`src/logic/prv_defines.svh`:
```
`ifndef PRV_DEFINES_SVH
`define PRV_DEFINES_SVH

// Fixed entry point of every trap
`define MTVEC_ADDR 32'h0000_01C0

// Single hart
`define MHARTID 32'h0000_0000

// No implementation numbering yet
`define MIMPID 32'h0000_0000

`endif

```
`src/logic/rv32i_types_pkg.sv`:
```
`default_nettype none

package rv32i_types_pkg;

  // Architectural word width
  localparam int WORD_W = 32;

  // Width of the CSR field in SYSTEM instructions
  localparam int CSR_ADDR_W = 12;

  // Data word as seen by the register file and CSRs
  typedef logic [WORD_W-1:0] word_t;

  // CSR address from the instruction immediate
  typedef logic [CSR_ADDR_W-1:0] csr_addr_t;

endpackage

`default_nettype wire

```
`src/logic/machine_mode_types_pkg.sv`:
```
`default_nettype none

package machine_mode_types_pkg;

  // Privilege levels held in the mstatus stack
  typedef enum logic [1:0] {
    U_MODE = 2'b00,
    S_MODE = 2'b01,
    H_MODE = 2'b10,
    M_MODE = 2'b11
  } prv_lvl_e;

  // Translation modes
  // Only bare is implemented
  typedef enum logic [4:0] {
    VM_MBARE = 5'd0,
    VM_MBB   = 5'd1,
    VM_MBBID = 5'd2,
    VM_SV32  = 5'd8
  } vm_e;

  // Context state, shared by the fs and xs fields
  typedef enum logic [1:0] {
    ST_OFF     = 2'b00,
    ST_INITIAL = 2'b01,
    ST_CLEAN   = 2'b10,
    ST_DIRTY   = 2'b11
  } ext_state_e;

  // mstatus, privileged spec 1.7
  typedef struct packed {
    logic       sd;
    logic [8:0] zero;
    vm_e        vm;
    logic       mprv;
    ext_state_e xs;
    ext_state_e fs;
    prv_lvl_e   prv3;
    logic       ie3;
    prv_lvl_e   prv2;
    logic       ie2;
    prv_lvl_e   prv1;
    logic       ie1;
    prv_lvl_e   prv;
    logic       ie;
  } mstatus_t;

  // Interrupt enables
  // Only the machine software and timer bits are live
  typedef struct packed {
    logic [23:0] zero_hi;
    logic        mtie;
    logic [2:0]  zero_t;
    logic        msie;
    logic [2:0]  zero_s;
  } mie_t;

  // Interrupt pending, same bit positions as mie
  typedef struct packed {
    logic [23:0] zero_hi;
    logic        mtip;
    logic [2:0]  zero_t;
    logic        msip;
    logic [2:0]  zero_s;
  } mip_t;

  // Trap cause
  typedef struct packed {
    logic        interrupt;
    logic [30:0] code;
  } mcause_t;

  // CPU identification
  typedef struct packed {
    logic [1:0]  base;
    logic [3:0]  zero;
    logic [25:0] extensions;
  } mcpuid_t;

  localparam logic [1:0]  BASE_RV32    = 2'b00;
  // Letter I is bit 8 of the extension map
  localparam logic [25:0] MCPUID_EXT_I = 26'h000_0100;

  // Synchronous exception codes
  typedef enum logic [30:0] {
    EX_MAL_INSN     = 31'd0,
    EX_ILLEGAL_INSN = 31'd2,
    EX_BREAKPOINT   = 31'd3,
    EX_MAL_LOAD     = 31'd4,
    EX_MAL_STORE    = 31'd6,
    EX_ENV_CALL_M   = 31'd11
  } ex_code_e;

  // Interrupt codes, used with the interrupt flag set
  typedef enum logic [30:0] {
    INT_SOFT  = 31'd0,
    INT_TIMER = 31'd1
  } int_code_e;

  // Updated CSR write word, decoded per target register
  typedef union packed {
    rv32i_types_pkg::word_t raw;
    mstatus_t               mstatus;
    mie_t                   mie;
  } csr_word_u;

  // Machine information
  localparam rv32i_types_pkg::csr_addr_t CSR_MCPUID    = 12'hF00;
  localparam rv32i_types_pkg::csr_addr_t CSR_MIMPID    = 12'hF01;
  localparam rv32i_types_pkg::csr_addr_t CSR_MHARTID   = 12'hF10;

  // Trap setup
  localparam rv32i_types_pkg::csr_addr_t CSR_MSTATUS   = 12'h300;
  localparam rv32i_types_pkg::csr_addr_t CSR_MTVEC     = 12'h301;
  localparam rv32i_types_pkg::csr_addr_t CSR_MTDELEG   = 12'h302;
  localparam rv32i_types_pkg::csr_addr_t CSR_MIE       = 12'h304;

  // Trap handling
  localparam rv32i_types_pkg::csr_addr_t CSR_MSCRATCH  = 12'h340;
  localparam rv32i_types_pkg::csr_addr_t CSR_MEPC      = 12'h341;
  localparam rv32i_types_pkg::csr_addr_t CSR_MCAUSE    = 12'h342;
  localparam rv32i_types_pkg::csr_addr_t CSR_MBADADDR  = 12'h343;
  localparam rv32i_types_pkg::csr_addr_t CSR_MIP       = 12'h344;

  // Protection and translation, read as zero
  localparam rv32i_types_pkg::csr_addr_t CSR_MBASE     = 12'h380;
  localparam rv32i_types_pkg::csr_addr_t CSR_MBOUND    = 12'h381;
  localparam rv32i_types_pkg::csr_addr_t CSR_MIBASE    = 12'h382;
  localparam rv32i_types_pkg::csr_addr_t CSR_MIBOUND   = 12'h383;
  localparam rv32i_types_pkg::csr_addr_t CSR_MDBASE    = 12'h384;
  localparam rv32i_types_pkg::csr_addr_t CSR_MDBOUND   = 12'h385;

  // Counter deltas and timers, read as zero
  localparam rv32i_types_pkg::csr_addr_t CSR_MDELTA    = 12'hB01;
  localparam rv32i_types_pkg::csr_addr_t CSR_MDELTAH   = 12'hB81;
  localparam rv32i_types_pkg::csr_addr_t CSR_MTIMECMP  = 12'h321;
  localparam rv32i_types_pkg::csr_addr_t CSR_MTIME     = 12'h701;
  localparam rv32i_types_pkg::csr_addr_t CSR_MTIMEH    = 12'h741;

  // Host communication
  localparam rv32i_types_pkg::csr_addr_t CSR_MTOHOST   = 12'h780;
  localparam rv32i_types_pkg::csr_addr_t CSR_MFROMHOST = 12'h781;

endpackage

`default_nettype wire

```
`src/logic/csr_rfile.sv`:
```
`timescale 1ns/1ns
`default_nettype none

`include "prv_defines.svh"

module csr_rfile (
  input  logic                              CLK,
  input  logic                              nRST,
  // Pipeline CSR port
  input  rv32i_types_pkg::csr_addr_t        csr_addr,
  input  logic                              swap,
  input  logic                              set,
  input  logic                              clr,
  input  rv32i_types_pkg::word_t            wdata,
  output rv32i_types_pkg::word_t            rdata,
  output logic                              invalid_csr,
  // Update requests from the trap controller
  input  logic                              mcause_rup,
  input  logic                              mepc_rup,
  input  logic                              mbadaddr_rup,
  input  logic                              mstatus_rup,
  input  machine_mode_types_pkg::mcause_t   mcause_next,
  input  rv32i_types_pkg::word_t            mepc_next,
  input  rv32i_types_pkg::word_t            mbadaddr_next,
  input  logic                              ie_next,
  input  machine_mode_types_pkg::mip_t      mip_next,
  // State seen by the trap controller
  output rv32i_types_pkg::word_t            mtvec,
  output rv32i_types_pkg::word_t            mepc,
  output machine_mode_types_pkg::mie_t      mie,
  output machine_mode_types_pkg::mip_t      mip,
  output logic                              ie
);

  machine_mode_types_pkg::mcpuid_t   mcpuid;
  machine_mode_types_pkg::mstatus_t  mstatus;
  machine_mode_types_pkg::mcause_t   mcause;
  rv32i_types_pkg::word_t            mbadaddr;
  rv32i_types_pkg::word_t            mscratch;
  rv32i_types_pkg::word_t            mtohost;
  rv32i_types_pkg::word_t            mfromhost;
  logic                              msie;
  logic                              mtie;
  logic                              csr_op;
  logic                              valid_addr;
  logic                              wr_mstatus;
  logic                              wr_mie;
  logic                              wr_mscratch;
  logic                              wr_mtohost;
  machine_mode_types_pkg::csr_word_u wr_val;

  // RV32I, no other extensions
  assign mcpuid.base       = machine_mode_types_pkg::BASE_RV32;
  assign mcpuid.zero       = '0;
  assign mcpuid.extensions = machine_mode_types_pkg::MCPUID_EXT_I;

  // Trap vector is hardwired
  assign mtvec = `MTVEC_ADDR;

  // Host input never changes from its reset value
  assign mfromhost = '0;

  // Machine mode only, bare addressing, no FPU
  always_comb begin
    mstatus      = '0;
    mstatus.ie   = ie;
    mstatus.prv  = machine_mode_types_pkg::M_MODE;
    mstatus.prv1 = machine_mode_types_pkg::M_MODE;
    mstatus.prv2 = machine_mode_types_pkg::M_MODE;
    mstatus.prv3 = machine_mode_types_pkg::M_MODE;
    mstatus.vm   = machine_mode_types_pkg::VM_MBARE;
    mstatus.xs   = machine_mode_types_pkg::ST_OFF;
    mstatus.fs   = machine_mode_types_pkg::ST_OFF;
  end

  // Two live enable bits
  always_comb begin
    mie      = '0;
    mie.msie = msie;
    mie.mtie = mtie;
  end

  // Pending bits come straight from the controller's registers
  always_comb begin
    mip      = '0;
    mip.msip = mip_next.msip;
    mip.mtip = mip_next.mtip;
  end

  // Any of the three strobes is a CSR access
  assign csr_op      = swap | set | clr;
  assign invalid_csr = csr_op & ~valid_addr;

  // Read-modify-write value
  always_comb begin
    if (swap) begin
      wr_val.raw = wdata;
    end else if (clr) begin
      wr_val.raw = rdata & ~wdata;
    end else begin
      wr_val.raw = rdata | wdata;
    end
  end

  // Pipeline-writable registers
  assign wr_mstatus  = csr_op & (csr_addr == machine_mode_types_pkg::CSR_MSTATUS);
  assign wr_mie      = csr_op & (csr_addr == machine_mode_types_pkg::CSR_MIE);
  assign wr_mscratch = csr_op & (csr_addr == machine_mode_types_pkg::CSR_MSCRATCH);
  assign wr_mtohost  = csr_op & (csr_addr == machine_mode_types_pkg::CSR_MTOHOST);

  always_ff @(posedge CLK, negedge nRST) begin
    if (!nRST) begin
      ie       <= 1'b1;
      msie     <= 1'b0;
      mtie     <= 1'b0;
      mcause   <= '0;
      mepc     <= '0;
      mbadaddr <= '0;
      mscratch <= '0;
      mtohost  <= '0;
    end else begin
      // Trap entry and mret override a pipeline mstatus write
      if (mstatus_rup) begin
        ie <= ie_next;
      end else if (wr_mstatus) begin
        ie <= wr_val.mstatus.ie;
      end
      if (wr_mie) begin
        msie <= wr_val.mie.msie;
        mtie <= wr_val.mie.mtie;
      end
      if (wr_mscratch) begin
        mscratch <= wr_val.raw;
      end
      if (wr_mtohost) begin
        mtohost <= wr_val.raw;
      end
      // Controller-only registers
      if (mcause_rup) begin
        mcause <= mcause_next;
      end
      if (mepc_rup) begin
        mepc <= mepc_next;
      end
      if (mbadaddr_rup) begin
        mbadaddr <= mbadaddr_next;
      end
    end
  end

  // Read mux and address check
  always_comb begin
    valid_addr = 1'b1;
    rdata      = '0;
    case (csr_addr)
      machine_mode_types_pkg::CSR_MCPUID:    rdata = mcpuid;
      machine_mode_types_pkg::CSR_MIMPID:    rdata = `MIMPID;
      machine_mode_types_pkg::CSR_MHARTID:   rdata = `MHARTID;
      machine_mode_types_pkg::CSR_MSTATUS:   rdata = mstatus;
      machine_mode_types_pkg::CSR_MTVEC:     rdata = mtvec;
      machine_mode_types_pkg::CSR_MIE:       rdata = mie;
      machine_mode_types_pkg::CSR_MSCRATCH:  rdata = mscratch;
      machine_mode_types_pkg::CSR_MEPC:      rdata = mepc;
      machine_mode_types_pkg::CSR_MCAUSE:    rdata = mcause;
      machine_mode_types_pkg::CSR_MBADADDR:  rdata = mbadaddr;
      machine_mode_types_pkg::CSR_MIP:       rdata = mip;
      machine_mode_types_pkg::CSR_MTOHOST:   rdata = mtohost;
      machine_mode_types_pkg::CSR_MFROMHOST: rdata = mfromhost;
      // No delegation, protection, counters or timers
      machine_mode_types_pkg::CSR_MTDELEG,
      machine_mode_types_pkg::CSR_MBASE,
      machine_mode_types_pkg::CSR_MBOUND,
      machine_mode_types_pkg::CSR_MIBASE,
      machine_mode_types_pkg::CSR_MIBOUND,
      machine_mode_types_pkg::CSR_MDBASE,
      machine_mode_types_pkg::CSR_MDBOUND,
      machine_mode_types_pkg::CSR_MDELTA,
      machine_mode_types_pkg::CSR_MDELTAH,
      machine_mode_types_pkg::CSR_MTIMECMP,
      machine_mode_types_pkg::CSR_MTIME,
      machine_mode_types_pkg::CSR_MTIMEH:    rdata = '0;
      default: begin
        valid_addr = 1'b0;
      end
    endcase
  end

endmodule

`default_nettype wire

```
`src/logic/prv_block.sv`:
```
`timescale 1ns/1ns
`default_nettype none

module prv_block (
  input  logic                       CLK,
  input  logic                       nRST,
  // CSR access from the pipeline
  input  rv32i_types_pkg::csr_addr_t csr_addr,
  input  logic                       swap,
  input  logic                       set,
  input  logic                       clr,
  input  rv32i_types_pkg::word_t     wdata,
  output rv32i_types_pkg::word_t     rdata,
  output logic                       invalid_csr,
  // Trap requests from the pipeline
  input  logic                       mal_insn,
  input  logic                       illegal_insn,
  input  logic                       breakpoint,
  input  logic                       env_call,
  input  logic                       mal_load,
  input  logic                       mal_store,
  input  logic                       mret,
  input  rv32i_types_pkg::word_t     epc,
  input  rv32i_types_pkg::word_t     badaddr,
  input  logic                       timer_int,
  input  logic                       soft_int,
  output logic                       insert_pc,
  output rv32i_types_pkg::word_t     priv_pc
);

  // Controller to CSR file
  logic                            mcause_rup;
  logic                            mepc_rup;
  logic                            mbadaddr_rup;
  logic                            mstatus_rup;
  machine_mode_types_pkg::mcause_t mcause_next;
  rv32i_types_pkg::word_t          mepc_next;
  rv32i_types_pkg::word_t          mbadaddr_next;
  logic                            ie_next;
  machine_mode_types_pkg::mip_t    mip_next;

  // CSR file to controller
  rv32i_types_pkg::word_t          mtvec;
  rv32i_types_pkg::word_t          mepc;
  machine_mode_types_pkg::mie_t    mie;
  machine_mode_types_pkg::mip_t    mip;
  logic                            ie;

  csr_rfile u_csr_rfile (
    .CLK           (CLK),
    .nRST          (nRST),
    .csr_addr      (csr_addr),
    .swap          (swap),
    .set           (set),
    .clr           (clr),
    .wdata         (wdata),
    .rdata         (rdata),
    .invalid_csr   (invalid_csr),
    .mcause_rup    (mcause_rup),
    .mepc_rup      (mepc_rup),
    .mbadaddr_rup  (mbadaddr_rup),
    .mstatus_rup   (mstatus_rup),
    .mcause_next   (mcause_next),
    .mepc_next     (mepc_next),
    .mbadaddr_next (mbadaddr_next),
    .ie_next       (ie_next),
    .mip_next      (mip_next),
    .mtvec         (mtvec),
    .mepc          (mepc),
    .mie           (mie),
    .mip           (mip),
    .ie            (ie)
  );

  prv_control u_prv_control (
    .CLK           (CLK),
    .nRST          (nRST),
    .mal_insn      (mal_insn),
    .illegal_insn  (illegal_insn),
    .breakpoint    (breakpoint),
    .env_call      (env_call),
    .mal_load      (mal_load),
    .mal_store     (mal_store),
    .mret          (mret),
    .epc           (epc),
    .badaddr       (badaddr),
    .timer_int     (timer_int),
    .soft_int      (soft_int),
    .insert_pc     (insert_pc),
    .priv_pc       (priv_pc),
    .invalid_csr   (invalid_csr),
    .mtvec         (mtvec),
    .mepc          (mepc),
    .mie           (mie),
    .mip           (mip),
    .ie            (ie),
    .mcause_rup    (mcause_rup),
    .mcause_next   (mcause_next),
    .mepc_rup      (mepc_rup),
    .mepc_next     (mepc_next),
    .mbadaddr_rup  (mbadaddr_rup),
    .mbadaddr_next (mbadaddr_next),
    .mstatus_rup   (mstatus_rup),
    .ie_next       (ie_next),
    .mip_next      (mip_next)
  );

endmodule

`default_nettype wire

```
`src/logic/prv_control.sv`:
```
`timescale 1ns/1ns
`default_nettype none

module prv_control (
  input  logic                              CLK,
  input  logic                              nRST,
  // Pipeline trap port
  input  logic                              mal_insn,
  input  logic                              illegal_insn,
  input  logic                              breakpoint,
  input  logic                              env_call,
  input  logic                              mal_load,
  input  logic                              mal_store,
  input  logic                              mret,
  input  rv32i_types_pkg::word_t            epc,
  input  rv32i_types_pkg::word_t            badaddr,
  input  logic                              timer_int,
  input  logic                              soft_int,
  output logic                              insert_pc,
  output rv32i_types_pkg::word_t            priv_pc,
  // State from the CSR file
  input  logic                              invalid_csr,
  input  rv32i_types_pkg::word_t            mtvec,
  input  rv32i_types_pkg::word_t            mepc,
  input  machine_mode_types_pkg::mie_t      mie,
  input  machine_mode_types_pkg::mip_t      mip,
  input  logic                              ie,
  // Update requests to the CSR file
  output logic                              mcause_rup,
  output machine_mode_types_pkg::mcause_t   mcause_next,
  output logic                              mepc_rup,
  output rv32i_types_pkg::word_t            mepc_next,
  output logic                              mbadaddr_rup,
  output rv32i_types_pkg::word_t            mbadaddr_next,
  output logic                              mstatus_rup,
  output logic                              ie_next,
  output machine_mode_types_pkg::mip_t      mip_next
);

  logic        msip_q;
  logic        mtip_q;
  logic        illegal;
  logic        exception;
  logic        int_soft;
  logic        int_timer;
  logic        interrupt;
  logic        trap;
  logic        bad_addr_cause;
  logic [30:0] cause_code;

  // Interrupt lines sampled once per cycle
  always_ff @(posedge CLK, negedge nRST) begin
    if (!nRST) begin
      msip_q <= 1'b0;
      mtip_q <= 1'b0;
    end else begin
      msip_q <= soft_int;
      mtip_q <= timer_int;
    end
  end

  always_comb begin
    mip_next      = '0;
    mip_next.msip = msip_q;
    mip_next.mtip = mtip_q;
  end

  // Unknown CSR counts as an illegal instruction
  assign illegal   = illegal_insn | invalid_csr;
  assign exception = mal_insn | illegal | breakpoint | env_call | mal_load | mal_store;

  // Interrupts need global and per-source enables
  assign int_soft  = ie & mie.msie & mip.msip;
  assign int_timer = ie & mie.mtie & mip.mtip;
  assign interrupt = ~exception & (int_soft | int_timer);
  assign trap      = exception | interrupt;

  // Cause ranking, exceptions first
  always_comb begin
    cause_code     = '0;
    bad_addr_cause = 1'b0;
    if (mal_insn) begin
      cause_code     = machine_mode_types_pkg::EX_MAL_INSN;
      bad_addr_cause = 1'b1;
    end else if (illegal) begin
      cause_code = machine_mode_types_pkg::EX_ILLEGAL_INSN;
    end else if (breakpoint) begin
      cause_code = machine_mode_types_pkg::EX_BREAKPOINT;
    end else if (env_call) begin
      cause_code = machine_mode_types_pkg::EX_ENV_CALL_M;
    end else if (mal_load) begin
      cause_code     = machine_mode_types_pkg::EX_MAL_LOAD;
      bad_addr_cause = 1'b1;
    end else if (mal_store) begin
      cause_code     = machine_mode_types_pkg::EX_MAL_STORE;
      bad_addr_cause = 1'b1;
    end else if (int_soft) begin
      cause_code = machine_mode_types_pkg::INT_SOFT;
    end else if (int_timer) begin
      cause_code = machine_mode_types_pkg::INT_TIMER;
    end
  end

  // Trap entry records cause and return address
  assign mcause_rup    = trap;
  assign mcause_next   = {interrupt, cause_code};
  assign mepc_rup      = trap;
  assign mepc_next     = epc;
  // Faulting address only for misaligned accesses
  assign mbadaddr_rup  = bad_addr_cause;
  assign mbadaddr_next = badaddr;

  // Trap clears ie, mret sets it, trap wins a tie
  assign mstatus_rup = trap | mret;
  assign ie_next     = ~trap;

  // Redirect to handler or back to mepc
  assign insert_pc = trap | mret;
  assign priv_pc   = trap ? mtvec : mepc;

endmodule

`default_nettype wire

```
`config.mk`:
```
export PLATFORM = sky130hd
export DESIGN_NAME = prv_block
export DESIGN_NICKNAME = d
export VERILOG_FILES = /design/src/logic/rv32i_types_pkg.sv /design/src/logic/machine_mode_types_pkg.sv /design/src/logic/csr_rfile.sv /design/src/logic/prv_block.sv /design/src/logic/prv_control.sv
export VERILOG_INCLUDE_DIRS = /design/src /design/src/logic
export SDC_FILE = /design/constraint.sdc
export NUM_CORES = 1
export LEC_CHECK = 0
export BUFFER_PORTS_ARGS = -buffer_cell sky130_fd_sc_hd__buf_2
export CORE_ASPECT_RATIO = 1.5
export CORE_MARGIN = 2
export CORE_UTILIZATION = 40
export DETAILED_ROUTE_END_ITERATION = 10
export RECOVER_POWER = 100
export SETUP_SLACK_MARGIN = 0.15
export SYNTH_ARGS = -nofsm -noshare
export SYNTH_HDL_FRONTEND = slang
export SYNTH_SLANG_ARGS = --single-unit
```
`constraint.sdc`:
```
create_clock -name CLK -period 3.7 [get_ports CLK]
set_clock_uncertainty 0.1 [all_clocks]
set_input_delay 0.37 -clock CLK [delete_from_list [all_inputs] [get_ports CLK]]
set_output_delay 0.37 -clock CLK [all_outputs]
set_load 0.02 [all_outputs]
```
* After elaboration in Yosys (flattened, before gate mapping)
Index checks and enable logic that the tools add are counted.
Storage, ports and cells: bits in registers 165, bits of input ports 122, output and inout bits 66, logic and storage cells 86
Operators by class: eq/ne operators 25, multiplexer cells 21, bitwise logic cells 27, reduce and logical (&&, ||, !) cells 2
Operators by type and width (count):
- $pmux 32 s10 | 1
- $mux 31 | 7
- $eq 12x10->1 const B | 16
- $mux 32 | 3
- $eq 12x12->1 const B | 5
- $eq 12x11->1 const B | 4
- $and 32x32->32 | 1
- $not 32->32 | 1
- $or 32x32->32 | 1
- $reduce_or 25->1 | 1
- $or 1x1->1 | 11
- $and 1x1->1 | 10
- $mux 1 | 10
- $not 1->1 | 3
- $reduce_bool 2->1 | 1

* Depth between registers and ports, before layout
depth in word-level cells 16, gate-level depth with buffers 11, gate-level depth less buffers 6

* Modules after synthesis
From an unflattened synthesis, not the netlist that was laid out.
Second synthesis, totals: cells, all modules 986, area total of the unflattened synthesis 10396.2 sq um
Modules (own cells, without submodules):
- csr_rfile | instances 1, cells an instance 803, area each 8874.8 sq um
- prv_control | instances 1, cells an instance 183, area each 1521.5 sq um

* Worst setup path before layout
No wires, ideal clock.
path kind input -> output, from input port csr_addr[7], to output port priv_pc[12], arrival 2593 ps, data required time 3230 ps, path slack 637 ps, stages 10, cells stage by stage buf_6 > or4_4 > a2111oi_4 > a311oi_1 > and4_1 > buf_6 > nor2_1 > clkbuf_1 > clkbuf_1 > and2_1
On the way: cells in the longest elaborated chain, start to end 15
RTL lines:
- start, declared | line prv_block.sv:8 | input rv32i_types_pkg::csr_addr_t csr_addr,
- $eq 12x12->1, or another cell as far along | line csr_rfile.sv:155 | case (csr_addr)
- $reduce_or 25->1 (no line) *
- $mux 1 * | line csr_rfile.sv:155
- $not 1->1 * | line csr_rfile.sv:92 | assign invalid_csr = csr_op & ~valid_addr;
- $and 1x1->1 * | line csr_rfile.sv:92
- net invalid_csr | line prv_block.sv:14 | output logic invalid_csr,
- $or 1x1->1 * | line prv_control.sv:69 | assign illegal = illegal_insn | invalid_csr;
- $or 1x1->1 * (5 in series) | line prv_control.sv:70 | assign exception = mal_insn | illegal | breakpoint | env_call | mal_load | mal_store;
- $not 1->1 | line prv_control.sv:75 | assign interrupt = ~exception & (int_soft | int_timer);
- $and 1x1->1 | line prv_control.sv:75
- $or 1x1->1 * | line prv_control.sv:76 | assign trap = exception | interrupt;
- $mux 32 * | line prv_control.sv:119 | assign priv_pc = trap ? mtvec : mepc;
- end, declared | line prv_block.sv:28 | output rv32i_types_pkg::word_t priv_pc
Mark *: on every way through the listed nets, which the timed path passes. The rest lies on a longest branch.

* Final worst setup path
from input port csr_addr[0], to output port priv_pc[9]
On the way: cells in the longest elaborated chain, start to end 15
RTL lines (line):
- $eq 12x12->1, or another cell as far along | csr_rfile.sv:155
- $reduce_or 25->1 (no line) *
- $mux 1 * | csr_rfile.sv:155
- $not 1->1 * | csr_rfile.sv:92
- $and 1x1->1 * | csr_rfile.sv:92
- $or 1x1->1 * | prv_control.sv:69
- $or 1x1->1 * (5 in series) | prv_control.sv:70
- $not 1->1 | prv_control.sv:75
- $and 1x1->1 | prv_control.sv:75
- $or 1x1->1 * | prv_control.sv:76
- $mux 32 * | prv_control.sv:119
Mark *: on every way between the ends. The rest lies on a longest branch, timed or not.

==> flow_summary.yaml <==
outcome:
  status: "finished with violations"
  violations: "max-capacitance violations, max-slew violations"
clocking:
  cts_made_buffers: 17
  worstSkewPairLatency_ns: 0.42
  clkSinkCount: 138
  clk_pin_slew_worst_paths_ns: 0.06
  post_cts_buffers: 0
  clk_path_buf_depth: 2
  cts_tree: "done"
  cts.htree.levels: 4
  root_buffer: "clkbuf_16"
pwr:
  sw_frac_of_total_pct: 23.05
  power_leakage_uw: 0.004246
  p_per_area_nw_per_um2: 405.4
  peakVddDrop_uv: 203.9
  p_clk_share_pct: 48.2
  p_int_uw: 2847
  p_seq_share_pct: 43.5
  comb_power_share_pct: 8.4
  power.switching_uw: 852.9
  fin_total_pwr_uw: 3700
synthesis:
  yosys_warnings: 0
  synth_area_leaders: "dfrtp_1 46%, mux2_2 6.8%, nand2_1 6.2%, mux2_4 5.5%, o21ai_0 5.3%"
  synthesis.area_um2: 7435
  netlist_top_cells_count: "137 x dfrtp_1, 123 x nand2_1, 78 x o21ai_0"
  synth_most_common_cell: "dfrtp_1"
  synth.avg_cell_area_um2: 9.979
  ys_async_sr_fraction_pct: 100.0
  syn_nets: 867
  synth_ff_type: "dfrtp_1"
  syn_inst: 745
  synth_edf_count: 0
  synth_cell_types: 59
  ys_seq_area_share_pct: 46.47
  ys_ff_latch: 138
  synth_top_cell_by_area: "dfrtp_1"
  yosysTopAreaCellShare_pct: 46.11
floorplanning:
  ios: 188
  start_util_pct: 40.42
  dieWidth_um: 115.3
  die_height_um: 171.0
  core.rowCount: 61
  core-area_um2: 18390
  die_area_um2: 19720
detailed_routing:
  detail-route-antenna-nets: 0
  drt_iter0_markers: 311
  drc_errors: 0
  vias: 6239
  drt_wl_total_um: 22000
  first_pass_iters: 4
  wire_per_inst_um: 18.52
  via_per_inst: 5.252
worst_setup_path:
  critPathMaxFanout: 32
  crit_required_ns: 3.23
  start_kind: "input port"
  crit_arrival_ns: 2.87
  end_kind: "primary output"
  criticalPathCategory: "input port to primary output"
layout:
  diodes: 0
  nets: 1045
  final_layout_size_suffix_gt1_share_pct: 27.99
  fin_util_pct: 49.62
  synthToLayoutAreaGrowth_pct: 22.77
grt:
  overflow: 0
  gr-usage-all-layers_pct: 22.71
  grt_max_degree: 63
  grt_pass1_wl_um: 33840
  antenna_found_initial: 0
  grt_pass1_vias: 6270
timing:
  fin_hold_ws_ns: 0.04735
  min_period_ns: 3.342
  rsz0062_at_grt: "no"
  setup_violations: 0
  timing.final.crit_share_pct: 90.33
  finalHoldViolations: 0
  drv_slew: 57
  setup_tns_ns: 0
  fmax_mhz: 299.2
  relSlewSlack_pct: -1.275
  worst_slew_pin_slew_ns: 1.519
placed_design:
  io_buffers: 187
  gp_congestion: 0.8927
  dp_hpwl_um: 15280
run:
  cap_violations: 1
hold_path:
  hold_path.class: "input port to flip-flop"
area by class of cell:
| class | instances | area, um^2 |
|---|---|---|
| fill | 1806 | 9266 |
| multi-input combinational | 545 | 3617 |
| sequential | 138 | 3455 |
| timing repair buffer | 211 | 1080 |
| clock buffer | 22 | 484.2 |
| tap | 252 | 315.3 |
| clock inverter | 10 | 138.9 |
| inverter | 10 | 37.54 |
timing repair:
action	CTS	global route
gates resized for setup	0	0
endpoints found under the hold margin	56	0
hold buffers	3	0
cells by family after synthesis:
group	synth area share, %
mux	15.37
flops	46.47
buf+inv	3.871
fa+ha+maj	0.1346
simple gates	18.97
compound gates	15.20
routing by layer:
metal  part of all wire [%]  track usage, %
met3                    3.7           4.251
met5                      0               0
met2                     52           39.28
met4                    2.3           8.172
met1                     42           27.97
registers in the layout (all words and copies together), names as in the netlist:
| name | count |
|---|---|
| u_csr_rfile.msie | 1 |
| u_csr_rfile.mepc | 32 |
| u_csr_rfile.mscratch | 32 |
| u_prv_control.msip_q | 1 |
| u_csr_rfile.mtie | 1 |
| u_csr_rfile.ie | 1 |
| u_csr_rfile.mcause | 5 |
| u_prv_control.mtip_q | 1 |
| u_csr_rfile.mbadaddr | 32 |
| u_csr_rfile.mtohost | 32 |
through the flow:
step,cell area (um^2),setup WS [ns],cells
5_1_grt,9128,0.1902,1188
3_5_place_dp,8696,0.5064,1153
3_3_place_gp,8696,0.5058,1153
2_1_floorplan,7435,0.6368,745
4_1_cts,9349,0.5067,1188
6_report,9128,0.3579,1188
worst paths after layout:
path                                                      start                                   end  slack (ns)  depth (start not counted)
min in group asynchronous                                  nRST        u_prv_control.msip_q$_DFF_PN0_        0.75                          2
max reg2reg                          u_csr_rfile.ie$_DFFE_PN1P_      u_csr_rfile.mepc[18]$_DFFE_PN0P_        1.35                          6
max                                                 csr_addr[0]                            priv_pc[9]        0.36                         10
max in group asynchronous                                  nRST  u_csr_rfile.mbadaddr[17]$_DFFE_PN0P_        0.91                          3
min                                                    mal_insn     u_csr_rfile.mcause[1]$_DFFE_PN0P_        0.05                          2
min reg2reg                u_csr_rfile.mscratch[28]$_DFFE_PN0P_  u_csr_rfile.mscratch[28]$_DFFE_PN0P_        0.38                          2
placed cells by master (no fill, tap or decap), types with 5 or more instances in the layout:
cell type / Yosys / layout
dfrtp_1: 137 / 137
buf_2: 8 / 132
nand2_1: 123 / 121
o21ai_0: 78 / 79
clkbuf_1: 38 / 58
mux2_2: 45 / 45
mux2_1: 0 / 27
a22oi_1: 25 / 25
and2_1: 30 / 25
mux2i_1: 23 / 23
or2_2: 19 / 20
a21oi_1: 20 / 20
nand3_1: 19 / 19
clkbuf_16: 0 / 17
and3_1: 15 / 15
o31ai_1: 15 / 15
buf_4: 0 / 14
nor2_1: 11 / 11
inv_1: 10 / 10
or3_1: 9 / 9
a31oi_1: 8 / 8
nor3_1: 8 / 7
nor4_1: 5 / 6
nand3b_1: 6 / 6
and2_0: 0 / 5
power groups by stage:
stage / combinational [uW] / sequential [uW] / clock (uW)
floorplan: 168 / 1620 / 0
global placement: 324 / 1630 / 0
detailed placement: 327 / 1640 / 0
CTS: 330 / 1610 / 1820
global route: 343 / 1620 / 1880
finish: 310 / 1610 / 1780
worst max-delay path, cell delays in order:
cell and delay (ns):
buf_2 0.14, clkbuf_2 0.51, nand2b_1 0.37, a21oi_1 0.13
o21ai_0 0.14, and4_1 0.29, nor2_1 0.21, buf_4 0.30
and2_1 0.17, clkbuf_1 0.23
(Power assumes the default switching activity.)
